[src/common/mips_pkg.sv]
/* shared MIPS types: data word, register number, opcode and funct fields,
   aluop classes and ALU operation encodings */
package mips_pkg;

	// ==============================
	// field and data widths
	// ==============================
	typedef logic [31:0] word_t;
	typedef logic [4:0]  reg_addr_t;
	typedef logic [5:0]  opcode_t;
	typedef logic [5:0]  funct_t;
	typedef logic [1:0]  alu_op_t;
	typedef logic [3:0]  alu_ctrl_t;

	// ==============================
	// opcodes
	// ==============================
	localparam opcode_t OP_RTYPE = 6'h00;
	localparam opcode_t OP_BEQ   = 6'h04;
	localparam opcode_t OP_ADDI  = 6'h08;
	localparam opcode_t OP_LW    = 6'h23;
	localparam opcode_t OP_SW    = 6'h2b;

	// R-type funct codes
	localparam funct_t FUNCT_SLL = 6'h00;
	localparam funct_t FUNCT_SRL = 6'h02;
	localparam funct_t FUNCT_ADD = 6'h20;
	localparam funct_t FUNCT_SUB = 6'h22;
	localparam funct_t FUNCT_AND = 6'h24;
	localparam funct_t FUNCT_OR  = 6'h25;
	localparam funct_t FUNCT_SLT = 6'h2a;

	// ==============================
	// ALU classes and operations
	// ==============================
	// memory access and addi
	localparam alu_op_t ALUOP_ADD   = 2'b00;
	// beq compare
	localparam alu_op_t ALUOP_SUB   = 2'b01;
	// decode from funct
	localparam alu_op_t ALUOP_FUNCT = 2'b10;

	localparam alu_ctrl_t ALU_AND = 4'b0000;
	localparam alu_ctrl_t ALU_OR  = 4'b0001;
	localparam alu_ctrl_t ALU_ADD = 4'b0010;
	localparam alu_ctrl_t ALU_SUB = 4'b0110;
	localparam alu_ctrl_t ALU_SLT = 4'b0111;
	localparam alu_ctrl_t ALU_SLL = 4'b1000;
	localparam alu_ctrl_t ALU_SRL = 4'b1001;

endpackage

[src/common/id_ex_if.sv]
/* ID/EX pipeline register contents, decode to execute */
`timescale 1ns/1ps

interface id_ex_if;
	import mips_pkg::*;

	logic      valid;
	// execute controls
	logic      regdst;
	logic      alusrc;
	alu_op_t   aluop;
	// memory and writeback controls, passed through
	logic      branch;
	logic      memread;
	logic      memwrite;
	logic      memtoreg;
	logic      regwrite;
	// operands
	word_t     next_pc;
	word_t     data_rs;
	word_t     data_rt;
	word_t     sign_ext;
	reg_addr_t addr_rt;
	reg_addr_t addr_rd;

	modport producer (
		output valid, regdst, alusrc, aluop, branch, memread, memwrite, memtoreg,
		output regwrite, next_pc, data_rs, data_rt, sign_ext, addr_rt, addr_rd
	);

	modport consumer (
		input valid, regdst, alusrc, aluop, branch, memread, memwrite, memtoreg,
		input regwrite, next_pc, data_rs, data_rt, sign_ext, addr_rt, addr_rd
	);

endinterface

[src/rtl/decode/decode_control.sv]
/* main control unit, opcode to pipeline control bits */
`timescale 1ns/1ps

module decode_control (
	input  mips_pkg::opcode_t i_opcode,
	output logic              o_regdst,
	output logic              o_alusrc,
	output logic              o_branch,
	output logic              o_memread,
	output logic              o_memwrite,
	output logic              o_memtoreg,
	output logic              o_regwrite,
	output mips_pkg::alu_op_t o_aluop
);
	import mips_pkg::*;

	always_comb
	begin
		// unknown opcodes fall through as a bubble
		o_regdst   = 1'b0;
		o_alusrc   = 1'b0;
		o_branch   = 1'b0;
		o_memread  = 1'b0;
		o_memwrite = 1'b0;
		o_memtoreg = 1'b0;
		o_regwrite = 1'b0;
		o_aluop    = ALUOP_ADD;
		case (i_opcode)
			OP_RTYPE:
			begin
				o_regdst   = 1'b1;
				o_regwrite = 1'b1;
				o_aluop    = ALUOP_FUNCT;
			end
			OP_ADDI:
			begin
				// I-type add, rt is the target
				o_alusrc   = 1'b1;
				o_regwrite = 1'b1;
			end
			OP_LW:
			begin
				o_alusrc   = 1'b1;
				o_memread  = 1'b1;
				o_memtoreg = 1'b1;
				o_regwrite = 1'b1;
			end
			OP_SW:
			begin
				o_alusrc   = 1'b1;
				o_memwrite = 1'b1;
			end
			OP_BEQ:
			begin
				o_branch = 1'b1;
				o_aluop  = ALUOP_SUB;
			end
			default:
			begin
				o_aluop = ALUOP_ADD;
			end
		endcase
	end

endmodule

[src/rtl/decode/decode_stage.sv]
/* decode stage: field split, operand read, sign extension, ID/EX register */
`timescale 1ns/1ps

module decode_stage #(
	parameter int P_RF_DEPTH = 32
) (
	input  logic                i_clk,
	input  logic                i_reset,
	input  logic                i_instr_valid,
	input  mips_pkg::word_t     i_instr,
	input  mips_pkg::word_t     i_next_pc,
	input  logic                i_wb_en,
	input  mips_pkg::reg_addr_t i_wb_addr,
	input  mips_pkg::word_t     i_wb_data,
	id_ex_if.producer           o_id_ex
);
	import mips_pkg::*;

	// ==============================
	// instruction fields
	// ==============================
	opcode_t   opcode;
	reg_addr_t addr_rs;
	reg_addr_t addr_rt;
	reg_addr_t addr_rd;
	word_t     sign_ext;
	word_t     rs_data;
	word_t     rt_data;

	logic    regdst;
	logic    alusrc;
	logic    branch;
	logic    memread;
	logic    memwrite;
	logic    memtoreg;
	logic    regwrite;
	alu_op_t aluop;

	assign opcode   = i_instr[31:26];
	assign addr_rs  = i_instr[25:21];
	assign addr_rt  = i_instr[20:16];
	assign addr_rd  = i_instr[15:11];
	assign sign_ext = {{16{i_instr[15]}}, i_instr[15:0]};

	decode_control u_control (
		.i_opcode   (opcode),
		.o_regdst   (regdst),
		.o_alusrc   (alusrc),
		.o_branch   (branch),
		.o_memread  (memread),
		.o_memwrite (memwrite),
		.o_memtoreg (memtoreg),
		.o_regwrite (regwrite),
		.o_aluop    (aluop)
	);

	register_file #(
		.P_RF_DEPTH (P_RF_DEPTH)
	) u_regfile (
		.i_clk     (i_clk),
		.i_reset   (i_reset),
		.i_rs_addr (addr_rs),
		.i_rt_addr (addr_rt),
		.i_wb_en   (i_wb_en),
		.i_wb_addr (i_wb_addr),
		.i_wb_data (i_wb_data),
		.o_rs_data (rs_data),
		.o_rt_data (rt_data)
	);

	// ==============================
	// ID/EX register
	// ==============================
	// controls, a missing instruction loads a bubble
	always_ff @(posedge i_clk)
	begin
		if (i_reset)
		begin
			o_id_ex.valid    <= 1'b0;
			o_id_ex.regdst   <= 1'b0;
			o_id_ex.alusrc   <= 1'b0;
			o_id_ex.aluop    <= ALUOP_ADD;
			o_id_ex.branch   <= 1'b0;
			o_id_ex.memread  <= 1'b0;
			o_id_ex.memwrite <= 1'b0;
			o_id_ex.memtoreg <= 1'b0;
			o_id_ex.regwrite <= 1'b0;
		end
		else
		begin
			o_id_ex.valid    <= i_instr_valid;
			o_id_ex.regdst   <= i_instr_valid & regdst;
			o_id_ex.alusrc   <= i_instr_valid & alusrc;
			o_id_ex.aluop    <= i_instr_valid ? aluop : ALUOP_ADD;
			o_id_ex.branch   <= i_instr_valid & branch;
			o_id_ex.memread  <= i_instr_valid & memread;
			o_id_ex.memwrite <= i_instr_valid & memwrite;
			o_id_ex.memtoreg <= i_instr_valid & memtoreg;
			o_id_ex.regwrite <= i_instr_valid & regwrite;
		end
	end

	// operands and fields
	always_ff @(posedge i_clk)
	begin
		o_id_ex.next_pc  <= i_next_pc;
		o_id_ex.data_rs  <= rs_data;
		o_id_ex.data_rt  <= rt_data;
		o_id_ex.sign_ext <= sign_ext;
		o_id_ex.addr_rt  <= addr_rt;
		o_id_ex.addr_rd  <= addr_rd;
	end

endmodule

[src/rtl/decode/register_file.sv]
/* two-read one-write register file, register zero tied low, write-through bypass */
`timescale 1ns/1ps

module register_file #(
	parameter int P_RF_DEPTH = 32
) (
	input  logic                i_clk,
	input  logic                i_reset,
	input  mips_pkg::reg_addr_t i_rs_addr,
	input  mips_pkg::reg_addr_t i_rt_addr,
	input  logic                i_wb_en,
	input  mips_pkg::reg_addr_t i_wb_addr,
	input  mips_pkg::word_t     i_wb_data,
	output mips_pkg::word_t     o_rs_data,
	output mips_pkg::word_t     o_rt_data
);
	import mips_pkg::*;

	word_t regs [P_RF_DEPTH];
	logic  wr_ok;

	// zero register and numbers past the depth are not stored
	assign wr_ok = i_wb_en && (i_wb_addr != '0) && (int'(i_wb_addr) < P_RF_DEPTH);

	function automatic word_t read_port(input reg_addr_t addr);
		word_t data;
		data = '0;
		if ((addr != '0) && (int'(addr) < P_RF_DEPTH))
		begin
			if (wr_ok && (addr == i_wb_addr))
				data = i_wb_data;
			else
				data = regs[int'(addr)];
		end
		return data;
	endfunction

	// reads follow the storage and the write port as well as the address
	always_comb
	begin
		o_rs_data = read_port(i_rs_addr);
		o_rt_data = read_port(i_rt_addr);
	end

	always_ff @(posedge i_clk)
	begin
		if (i_reset)
		begin
			for (int i = 0; i < P_RF_DEPTH; i++)
				regs[i] <= '0;
		end
		else if (wr_ok)
		begin
			regs[int'(i_wb_addr)] <= i_wb_data;
		end
	end

endmodule

[src/rtl/execute/alu.sv]
/* combinational ALU with zero flag and shamt shifts */
`timescale 1ns/1ps

module alu (
	input  mips_pkg::word_t     i_a,
	input  mips_pkg::word_t     i_b,
	input  logic [4:0]          i_shamt,
	input  mips_pkg::alu_ctrl_t i_alu_ctrl,
	output mips_pkg::word_t     o_result,
	output logic                o_zero
);
	import mips_pkg::*;

	logic less;

	// signed compare for slt
	assign less = $signed(i_a) < $signed(i_b);

	always_comb
	begin
		case (i_alu_ctrl)
			ALU_AND:
				o_result = i_a & i_b;
			ALU_OR:
				o_result = i_a | i_b;
			ALU_ADD:
				o_result = i_a + i_b;
			ALU_SUB:
				o_result = i_a - i_b;
			ALU_SLT:
				o_result = {31'b0, less};
			// shifts move the B operand, rt for R-type
			ALU_SLL:
				o_result = i_b << i_shamt;
			ALU_SRL:
				o_result = i_b >> i_shamt;
			default:
				o_result = '0;
		endcase
	end

	assign o_zero = (o_result == '0);

endmodule

[src/rtl/execute/alu_control.sv]
/* ALU operation decode from aluop and funct */
`timescale 1ns/1ps

module alu_control (
	input  mips_pkg::alu_op_t   i_aluop,
	input  mips_pkg::funct_t    i_funct,
	output mips_pkg::alu_ctrl_t o_alu_ctrl
);
	import mips_pkg::*;

	alu_ctrl_t funct_ctrl;

	// R-type operation, unknown funct falls back to add
	always_comb
	begin
		case (i_funct)
			FUNCT_ADD: funct_ctrl = ALU_ADD;
			FUNCT_SUB: funct_ctrl = ALU_SUB;
			FUNCT_AND: funct_ctrl = ALU_AND;
			FUNCT_OR:  funct_ctrl = ALU_OR;
			FUNCT_SLT: funct_ctrl = ALU_SLT;
			FUNCT_SLL: funct_ctrl = ALU_SLL;
			FUNCT_SRL: funct_ctrl = ALU_SRL;
			default:   funct_ctrl = ALU_ADD;
		endcase
	end

	always_comb
	begin
		case (i_aluop)
			ALUOP_ADD:   o_alu_ctrl = ALU_ADD;
			ALUOP_SUB:   o_alu_ctrl = ALU_SUB;
			ALUOP_FUNCT: o_alu_ctrl = funct_ctrl;
			default:     o_alu_ctrl = ALU_ADD;
		endcase
	end

endmodule

[src/rtl/execute/execute_stage.sv]
/* execute stage: branch adder, operand and destination select, EX/MEM register */
`timescale 1ns/1ps

module execute_stage (
	input  logic                i_clk,
	input  logic                i_reset,
	id_ex_if.consumer           i_id_ex,
	output logic                o_ex_valid,
	output logic                o_branch,
	output logic                o_memread,
	output logic                o_memwrite,
	output logic                o_memtoreg,
	output logic                o_regwrite,
	output mips_pkg::word_t     o_branch_target,
	output logic                o_zero,
	output mips_pkg::word_t     o_alu_result,
	output mips_pkg::word_t     o_store_data,
	output mips_pkg::reg_addr_t o_dest_addr
);
	import mips_pkg::*;

	word_t     branch_target;
	word_t     alu_b;
	word_t     alu_result;
	logic      alu_zero;
	alu_ctrl_t alu_ctrl;
	reg_addr_t dest_addr;

	// PC+4 plus word offset
	assign branch_target = i_id_ex.next_pc + {i_id_ex.sign_ext[29:0], 2'b00};
	assign alu_b         = i_id_ex.alusrc ? i_id_ex.sign_ext : i_id_ex.data_rt;
	assign dest_addr     = i_id_ex.regdst ? i_id_ex.addr_rd : i_id_ex.addr_rt;

	// funct and shamt live in the low immediate bits
	alu_control u_alu_control (
		.i_aluop    (i_id_ex.aluop),
		.i_funct    (i_id_ex.sign_ext[5:0]),
		.o_alu_ctrl (alu_ctrl)
	);

	alu u_alu (
		.i_a        (i_id_ex.data_rs),
		.i_b        (alu_b),
		.i_shamt    (i_id_ex.sign_ext[10:6]),
		.i_alu_ctrl (alu_ctrl),
		.o_result   (alu_result),
		.o_zero     (alu_zero)
	);

	// ==============================
	// EX/MEM register
	// ==============================
	always_ff @(posedge i_clk)
	begin
		if (i_reset)
		begin
			o_ex_valid <= 1'b0;
			o_branch   <= 1'b0;
			o_memread  <= 1'b0;
			o_memwrite <= 1'b0;
			o_memtoreg <= 1'b0;
			o_regwrite <= 1'b0;
		end
		else
		begin
			o_ex_valid <= i_id_ex.valid;
			o_branch   <= i_id_ex.branch;
			o_memread  <= i_id_ex.memread;
			o_memwrite <= i_id_ex.memwrite;
			o_memtoreg <= i_id_ex.memtoreg;
			o_regwrite <= i_id_ex.regwrite;
		end
	end

	always_ff @(posedge i_clk)
	begin
		o_branch_target <= branch_target;
		o_zero          <= alu_zero;
		o_alu_result    <= alu_result;
		o_store_data    <= i_id_ex.data_rt;
		o_dest_addr     <= dest_addr;
	end

endmodule

[src/rtl/mips_id_ex.sv]
/* decode and execute pipeline top level */
`timescale 1ns/1ps

module mips_id_ex #(
	parameter int P_RF_DEPTH = 32
) (
	input  logic                i_clk,
	input  logic                i_reset,
	// instruction in
	input  logic                i_instr_valid,
	input  mips_pkg::word_t     i_instr,
	input  mips_pkg::word_t     i_next_pc,
	// writeback port
	input  logic                i_wb_en,
	input  mips_pkg::reg_addr_t i_wb_addr,
	input  mips_pkg::word_t     i_wb_data,
	// EX/MEM outputs
	output logic                o_ex_valid,
	output logic                o_branch,
	output logic                o_memread,
	output logic                o_memwrite,
	output logic                o_memtoreg,
	output logic                o_regwrite,
	output mips_pkg::word_t     o_branch_target,
	output logic                o_zero,
	output mips_pkg::word_t     o_alu_result,
	output mips_pkg::word_t     o_store_data,
	output mips_pkg::reg_addr_t o_dest_addr
);

	id_ex_if id_ex ();

	decode_stage #(
		.P_RF_DEPTH (P_RF_DEPTH)
	) u_decode (
		.i_clk         (i_clk),
		.i_reset       (i_reset),
		.i_instr_valid (i_instr_valid),
		.i_instr       (i_instr),
		.i_next_pc     (i_next_pc),
		.i_wb_en       (i_wb_en),
		.i_wb_addr     (i_wb_addr),
		.i_wb_data     (i_wb_data),
		.o_id_ex       (id_ex.producer)
	);

	execute_stage u_execute (
		.i_clk           (i_clk),
		.i_reset         (i_reset),
		.i_id_ex         (id_ex.consumer),
		.o_ex_valid      (o_ex_valid),
		.o_branch        (o_branch),
		.o_memread       (o_memread),
		.o_memwrite      (o_memwrite),
		.o_memtoreg      (o_memtoreg),
		.o_regwrite      (o_regwrite),
		.o_branch_target (o_branch_target),
		.o_zero          (o_zero),
		.o_alu_result    (o_alu_result),
		.o_store_data    (o_store_data),
		.o_dest_addr     (o_dest_addr)
	);

endmodule
[config.mk]
export PLATFORM = sky130hd
export DESIGN_NAME = mips_id_ex
export DESIGN_NICKNAME = d
export VERILOG_FILES = /design/src/common/mips_pkg.sv /design/src/common/id_ex_if.sv /design/src/rtl/decode/decode_control.sv /design/src/rtl/decode/decode_stage.sv /design/src/rtl/decode/register_file.sv /design/src/rtl/execute/alu.sv /design/src/rtl/execute/alu_control.sv /design/src/rtl/execute/execute_stage.sv /design/src/rtl/mips_id_ex.sv
export SDC_FILE = /design/constraint.sdc
export NUM_CORES = 2
export LEC_CHECK = 0
export BUFFER_PORTS_ARGS = -buffer_cell sky130_fd_sc_hd__buf_2
export CAP_MARGIN = 20
export CORE_ASPECT_RATIO = 1.75
export CORE_UTILIZATION = 60
export CTS_BUF_LIST = sky130_fd_sc_hd__clkbuf_4
export DETAILED_ROUTE_END_ITERATION = 10
export GPL_TIMING_DRIVEN = 0
export PLACE_DENSITY = 0.77
export SYNTH_ARGS = -nofsm -noshare
export SYNTH_HDL_FRONTEND = slang
export SYNTH_HIERARCHICAL = 1
export SYNTH_SLANG_ARGS = --single-unit
[constraint.sdc]
create_clock -name i_clk -period 6.3 [get_ports i_clk]
set_input_delay 0 -clock i_clk [delete_from_list [all_inputs] [get_ports i_clk]]
set_output_delay 0 -clock i_clk [all_outputs]
set_load 0.02 [all_outputs]
==> results of run 1 <==
## repair_timing
action,CTS
endpoints found under the hold margin,1157
resized for setup,26
endpoints found under the setup margin,13
setup buffers,0
hold buffers,298
## per-layer routing
metal  track usage [%]  overflow
met1              69.6         5
met5              18.6         0
met2              94.5       212
met4              81.0       169
met3              53.7         7
## per-stage QoR
stage                     TNS (ns)  setup WS [ns]  hold WS (ns)  area (sq um)  util, %
after floorplan                  0           1.75        0.0277         72300        -
after global placement      -16.16          -2.16         0.103         75200     63.0
after detailed placement     -7.06          -1.46         0.104         75800     63.5
after CTS                        0         0.0149       0.00499         82400     69.1
## cell families after synthesis
| logic type | count (synthesis) |
|---|---|
| buffers and inverters | 689 |
| multiplexers | 912 |
| flip-flops | 1259 |
| XOR/XNOR | 59 |
| AO/OA/AOI/OAI | 896 |
| AND/OR/NAND/NOR | 1800 |
| other | 1 |
| adder cells (fa/ha/maj) | 132 |
## Yosys cell counts (25+ instances only)
cell / n / area (sq um)
nand2_1: 265 / 995
a32o_1: 33 / 330
a211oi_1: 69 / 518
nor2_1: 187 / 702
a2111oi_0: 40 / 350
xnor2_1: 48 / 420
a221oi_1: 32 / 280
dfxtp_1: 235 / 4700
o21ai_0: 111 / 556
nor3_1: 54 / 270
or2_2: 38 / 238
buf_4: 50 / 375
mux2_1: 36 / 405
clkbuf_1: 354 / 1330
nand3_1: 50 / 250
o22ai_1: 97 / 607
mux4_2: 439 / 9890
a22oi_1: 55 / 413
edfxtp_1: 1024 / 30700
buf_2: 77 / 385
inv_1: 137 / 514
buf_6: 25 / 282
o221ai_1: 46 / 403
nor2b_1: 37 / 231
a21oi_1: 163 / 816
ha_1: 129 / 1610
mux2_2: 109 / 1230
mux2i_1: 328 / 3280
and2_1: 1011 / 6320
buf_1: 26 / 97.6
==> metrics, run 1 <==
outcome=did not finish; Last stage=global routing (5_1_grt); error msg=[ERROR GRT-0116] Global routing finished with congestion. Check the congestion regions in the DRC Viewer.; Netlist cell types=103; count of buffers from port buffering=206; post-DP HPWL=267000 um; CTS Buf Count=302; row cnt=168; placed cells=7560; Post-synth EDFFs=1024; Synth Area in Compound Gates=8.81%; Async SR Flop Fraction=0%; RD Place Congestion=1.12; FF+latch count, synth=1259; largest family of logic cells by synthesized area=multiplexers; H-tree levels=5; Main synth FF type=edfxtp_1; fraction of synthesized area in multiplexers=20.5%; xor/xnor share of the synthesized area=0.716%; largest net degree at the start of global routing=33; Seq/Total Area, Yosys=49.2%; synthesized cell area=72100 sq um; post-synthesis adder-cell area fraction=2.32%; Starting Density=60.4%; clock root cell=clkbuf_4; vias in the first global route=73900; first-pass GRT wire length=629000 um; Synth Instances=5748; simple-gate share of the synthesized area=14.1%; IO Pins=213; clock sink total=1259; Yosys warnings=6; Die Width=264 um; CTS Buffer Depth=4; global route overflow=393; die height=461 um; GR Util All Layers=73.4%; Avg Synthesized Cell Area=12.5 sq um
==> run 2, diff against run 1 <==
Settings changed: CORE_ASPECT_RATIO 1.75 to unset, CORE_UTILIZATION 60 to 40, CTS_BUF_LIST sky130_fd_sc_hd__clkbuf_4 to unset, PLACE_DENSITY 0.77 to unset, PLACE_DENSITY_LB_ADDON set to 0.15.
==> run 2 against run 1 <==
Synthesized cell count unchanged. Synthesized area unchanged. The flow now finishes without violations.
==> metrics, run 2 <==
clock skew=0.0387 ns; Worst EP arrival=6.76 ns; VDD IR max=196 uV; Gate power share=23.8%; WL per Instance=39.3 um; synthesized cell area=72100 sq um (unchanged); H-tree levels=4 (-1); GR Util All Layers=37.5%; FF+latch count, synth=1259 (unchanged); Max Cap Viol=0; area grow syn2layout=15.6%; Crit path depth=14; first-pass GRT wire length=459000 um; hold path cells=3; Netlist cell types=103 (unchanged); Flop pwr share=41.6%; FF-to-FF Start=u_decode/o_id_ex.sign_ext[2]$_DFF_P_; RD Place Congestion=1.05 (-6.6%); Hold Path End=u_decode/o_id_ex.regdst$_SDFF_PP0_; largest area contributor in the netlist=edfxtp_1; Seq/Total Area, Yosys=49.2% (unchanged); Async SR Flop Fraction=0% (unchanged); CP dominant cell by count=clkbuf_1; Critical Path Start Type=flop; CTS Buf Count=146 (-52%); post-route ant nets=0; IO Pins=213 (unchanged); initial antenna violation count=29; multi-input logic area=33700 sq um; Starting Density=40.3% (-20 points); fmax=166 MHz; Rel. slew slack=7.88%; fin. max-slew vios=0; worst slew pin tran=1.38 ns; RSZ-0062 raised after global routing=false; Top reg by flops=u_decode/u_regfile/regs; worst hold start=i_instr_valid; critical-path cell list=nor4bb_2, a32oi_1, nor2_1, clkbuf_1, buf_2, buf_1, clkbuf_1, mux2i_1, o22ai_1, a221oi_1, o2111ai_1, nor4_1, nand4bb_1, nor4_2; clock sink total=1259 (unchanged); Hold WC Path Type=in2reg; worst-skew pair later-pin latency=0.84 ns; crit-path max FO=10; top cells by area, synth=edfxtp_1, mux4_2, and2_1; Worst Reg-to-Reg Cells=14; cell area after layout=83400 sq um; postcts setup bufs=0 (unchanged); Setup crit end kind=flop; row cnt=155 (-7.7%); Clk pwr share=34.6%; Critical Path Slowest Stage Cell=buf_1; endpoints failing setup=0; sw power=7.84 mW; Power Density=288 nW/um^2; Synth top area share=42.6% (unchanged); Total Die Area=182000 sq um; top-count cell post-synth=edfxtp_1; vias per cell=6.40; count of buffers from port buffering=206 (unchanged); vias in the first global route=54000; most common cell after layout, fill and taps aside=edfxtp_1; Avg Synthesized Cell Area=12.5 sq um (unchanged); largest net degree at the start of global routing=33; proportion of layout cells with a drive suffix above 1=19.5%; fin cells=8834; outcome=finished clean; Fillers=16400; Die Width=427 um (+62%); global route overflow=0; Sw Ratio=32.7%; crit-path leading delay family=buffers and inverters; CTS Buffer Depth=3 (-1); DR pass1 iterations=6; P_leak=30.4 nW; Main synth FF type=edfxtp_1; Post-synth top cells=edfxtp_1, and2_1, mux4_2; Final #Nets=6582; clock root cell=clkbuf_16; Fin. Hold Viols=0; die height=427 um (-7.4%); DRC viols=0; max reg flops=1024; Post-synth EDFFs=1024 (unchanged); Final period util=95.5%; Power Internal=16.2 mW; crit path kind=reg2reg; CTS clock-pin slew for the worst setup and hold paths=0.07 ns; most frequent cells in the layout=edfxtp_1, and2_1, mux4_2; Post-Route WL=347000 um; CP required=7.04 ns; DRT iter0 DRCs=8113; post-DP HPWL=256000 um (-4.3%); Synth Instances=5748 (unchanged); flop-to-flop setup slack=0.28 ns; register area=35500 sq um; detailed-route via count=56500; Final min period=6.02 ns; Yosys warnings=6 (unchanged); CP peak stage delay=0.77 ns; core footprint=179000 sq um; area post-placement=76900 sq um (+1.4%); CTS tree=built; reg2reg end=u_execute/o_zero$_DFF_P_; Buf+Inv Stages, Crit Path=4; placed cells=8378 (+11%)
## run 2: cell counts after synthesis
Identical to the previous run, type by type.
## run 2: final cells by class
| class | count | area share, % |
|---|---|---|
| sequential | 1259 | 42.5 |
| tap | 2355 | 3.53 |
| clock buffer | 194 | 4.77 |
| antenna | 15 | 0.0450 |
| timing repair buffer | 419 | 4.26 |
| clock inverter | 73 | 0.727 |
| inverter | 147 | 0.661 |
| buffer | 541 | 3.15 |
| multi-input combinational | 3831 | 40.4 |
## run 2: worst max path at each step
| stage | slack (ns) | start | to |
|---|---|---|---|
| floorplan | 1.75 | u_decode/o_id_ex.alusrc$_SDFF_PP0_ | u_execute/o_zero$_DFF_P_ |
| global placement | -0.26 | u_decode/o_id_ex.sign_ext[0]$_DFF_P_ | u_execute/o_zero$_DFF_P_ |
| detailed placement | -0.02 | u_decode/o_id_ex.alusrc$_SDFF_PP0_ | u_execute/o_zero$_DFF_P_ |
| CTS | 0.004 | u_decode/o_id_ex.alusrc$_SDFF_PP0_ | u_execute/o_zero$_DFF_P_ |
| global route | 0.06 | u_decode/o_id_ex.sign_ext[2]$_DFF_P_ | u_execute/o_zero$_DFF_P_ |
| finish | 0.28 | u_decode/o_id_ex.sign_ext[2]$_DFF_P_ | u_execute/o_zero$_DFF_P_ |
## run 2: worst register-to-register path, delay by kind of cell, from the launching register on
kind / cells / cell delay, ns
buffers and inverters: 4 / 2.53
and+or+nand+nor: 5 / 1.43
AOI/OAI and AO/OA: 4 / 0.97
DFF: 1 / 0.51
muxes: 1 / 0.51
## run 2: timing repair
item	CTS	global route
endpoints found under the setup margin	1	1
cloned	0	0
hold buffers	158	0
gates resized for setup	2	4
hold endpoints to repair	553	0
## run 2: through the flow
stage / TNS [ns] / power, mW / utilization [%] / worst slack, ns / hold slack (ns)
4_1_cts: 0 / 23.8 / 46.4 / 0.00374 / 0.0124
3_3_place_gp: -0.286 / 15.5 / 42.6 / -0.264 / 0.104
5_1_grt: 0 / 24.6 / 46.6 / 0.0611 / 0.0766
3_5_place_dp: -0.0246 / 15.5 / 43.0 / -0.0246 / 0.104
2_1_floorplan: 0 / 13.1 / - / 1.75 / 0.0277
6_report: 0 / 24.0 / 46.7 / 0.281 / 0.0800
## run 2: cells by family (layout without fill, tap and decap cells)
family,after synthesis,in the layout,synth area share (%)
fa+ha+maj,132,132,2.32
mux,912,912,20.5
simple gates,1800,1800,14.1
compound gates,896,896,8.81
buf+inv,689,1374,4.38
flops,1259,1259,49.2
other cells,1,47,0.00520
xor+xnor,59,59,0.716
## run 2: routing by layer
metal / up-vias / global-route usage [%] / part of all wire, %
met2: 3827 / 57.8 / 44
met4: 22 / 30.5 / 9.9
met3: 1039 / 9.51 / 10
met1: 28700 / 44.4 / 36
li1: 22900 / - / -
met5: - / 0 / 0.039
## run 2: power by group through the flow
stage	clock network, mW	registers (mW)	logic [mW]
after floorplan	0	10.2	2.87
after global placement	0	10.1	5.34
after detailed placement	0	10.2	5.39
after CTS	8.37	9.98	5.49
after global routing	8.69	10.0	5.85
final	8.30	9.99	5.70
Note: power is estimated with default switching activity, not from simulation.
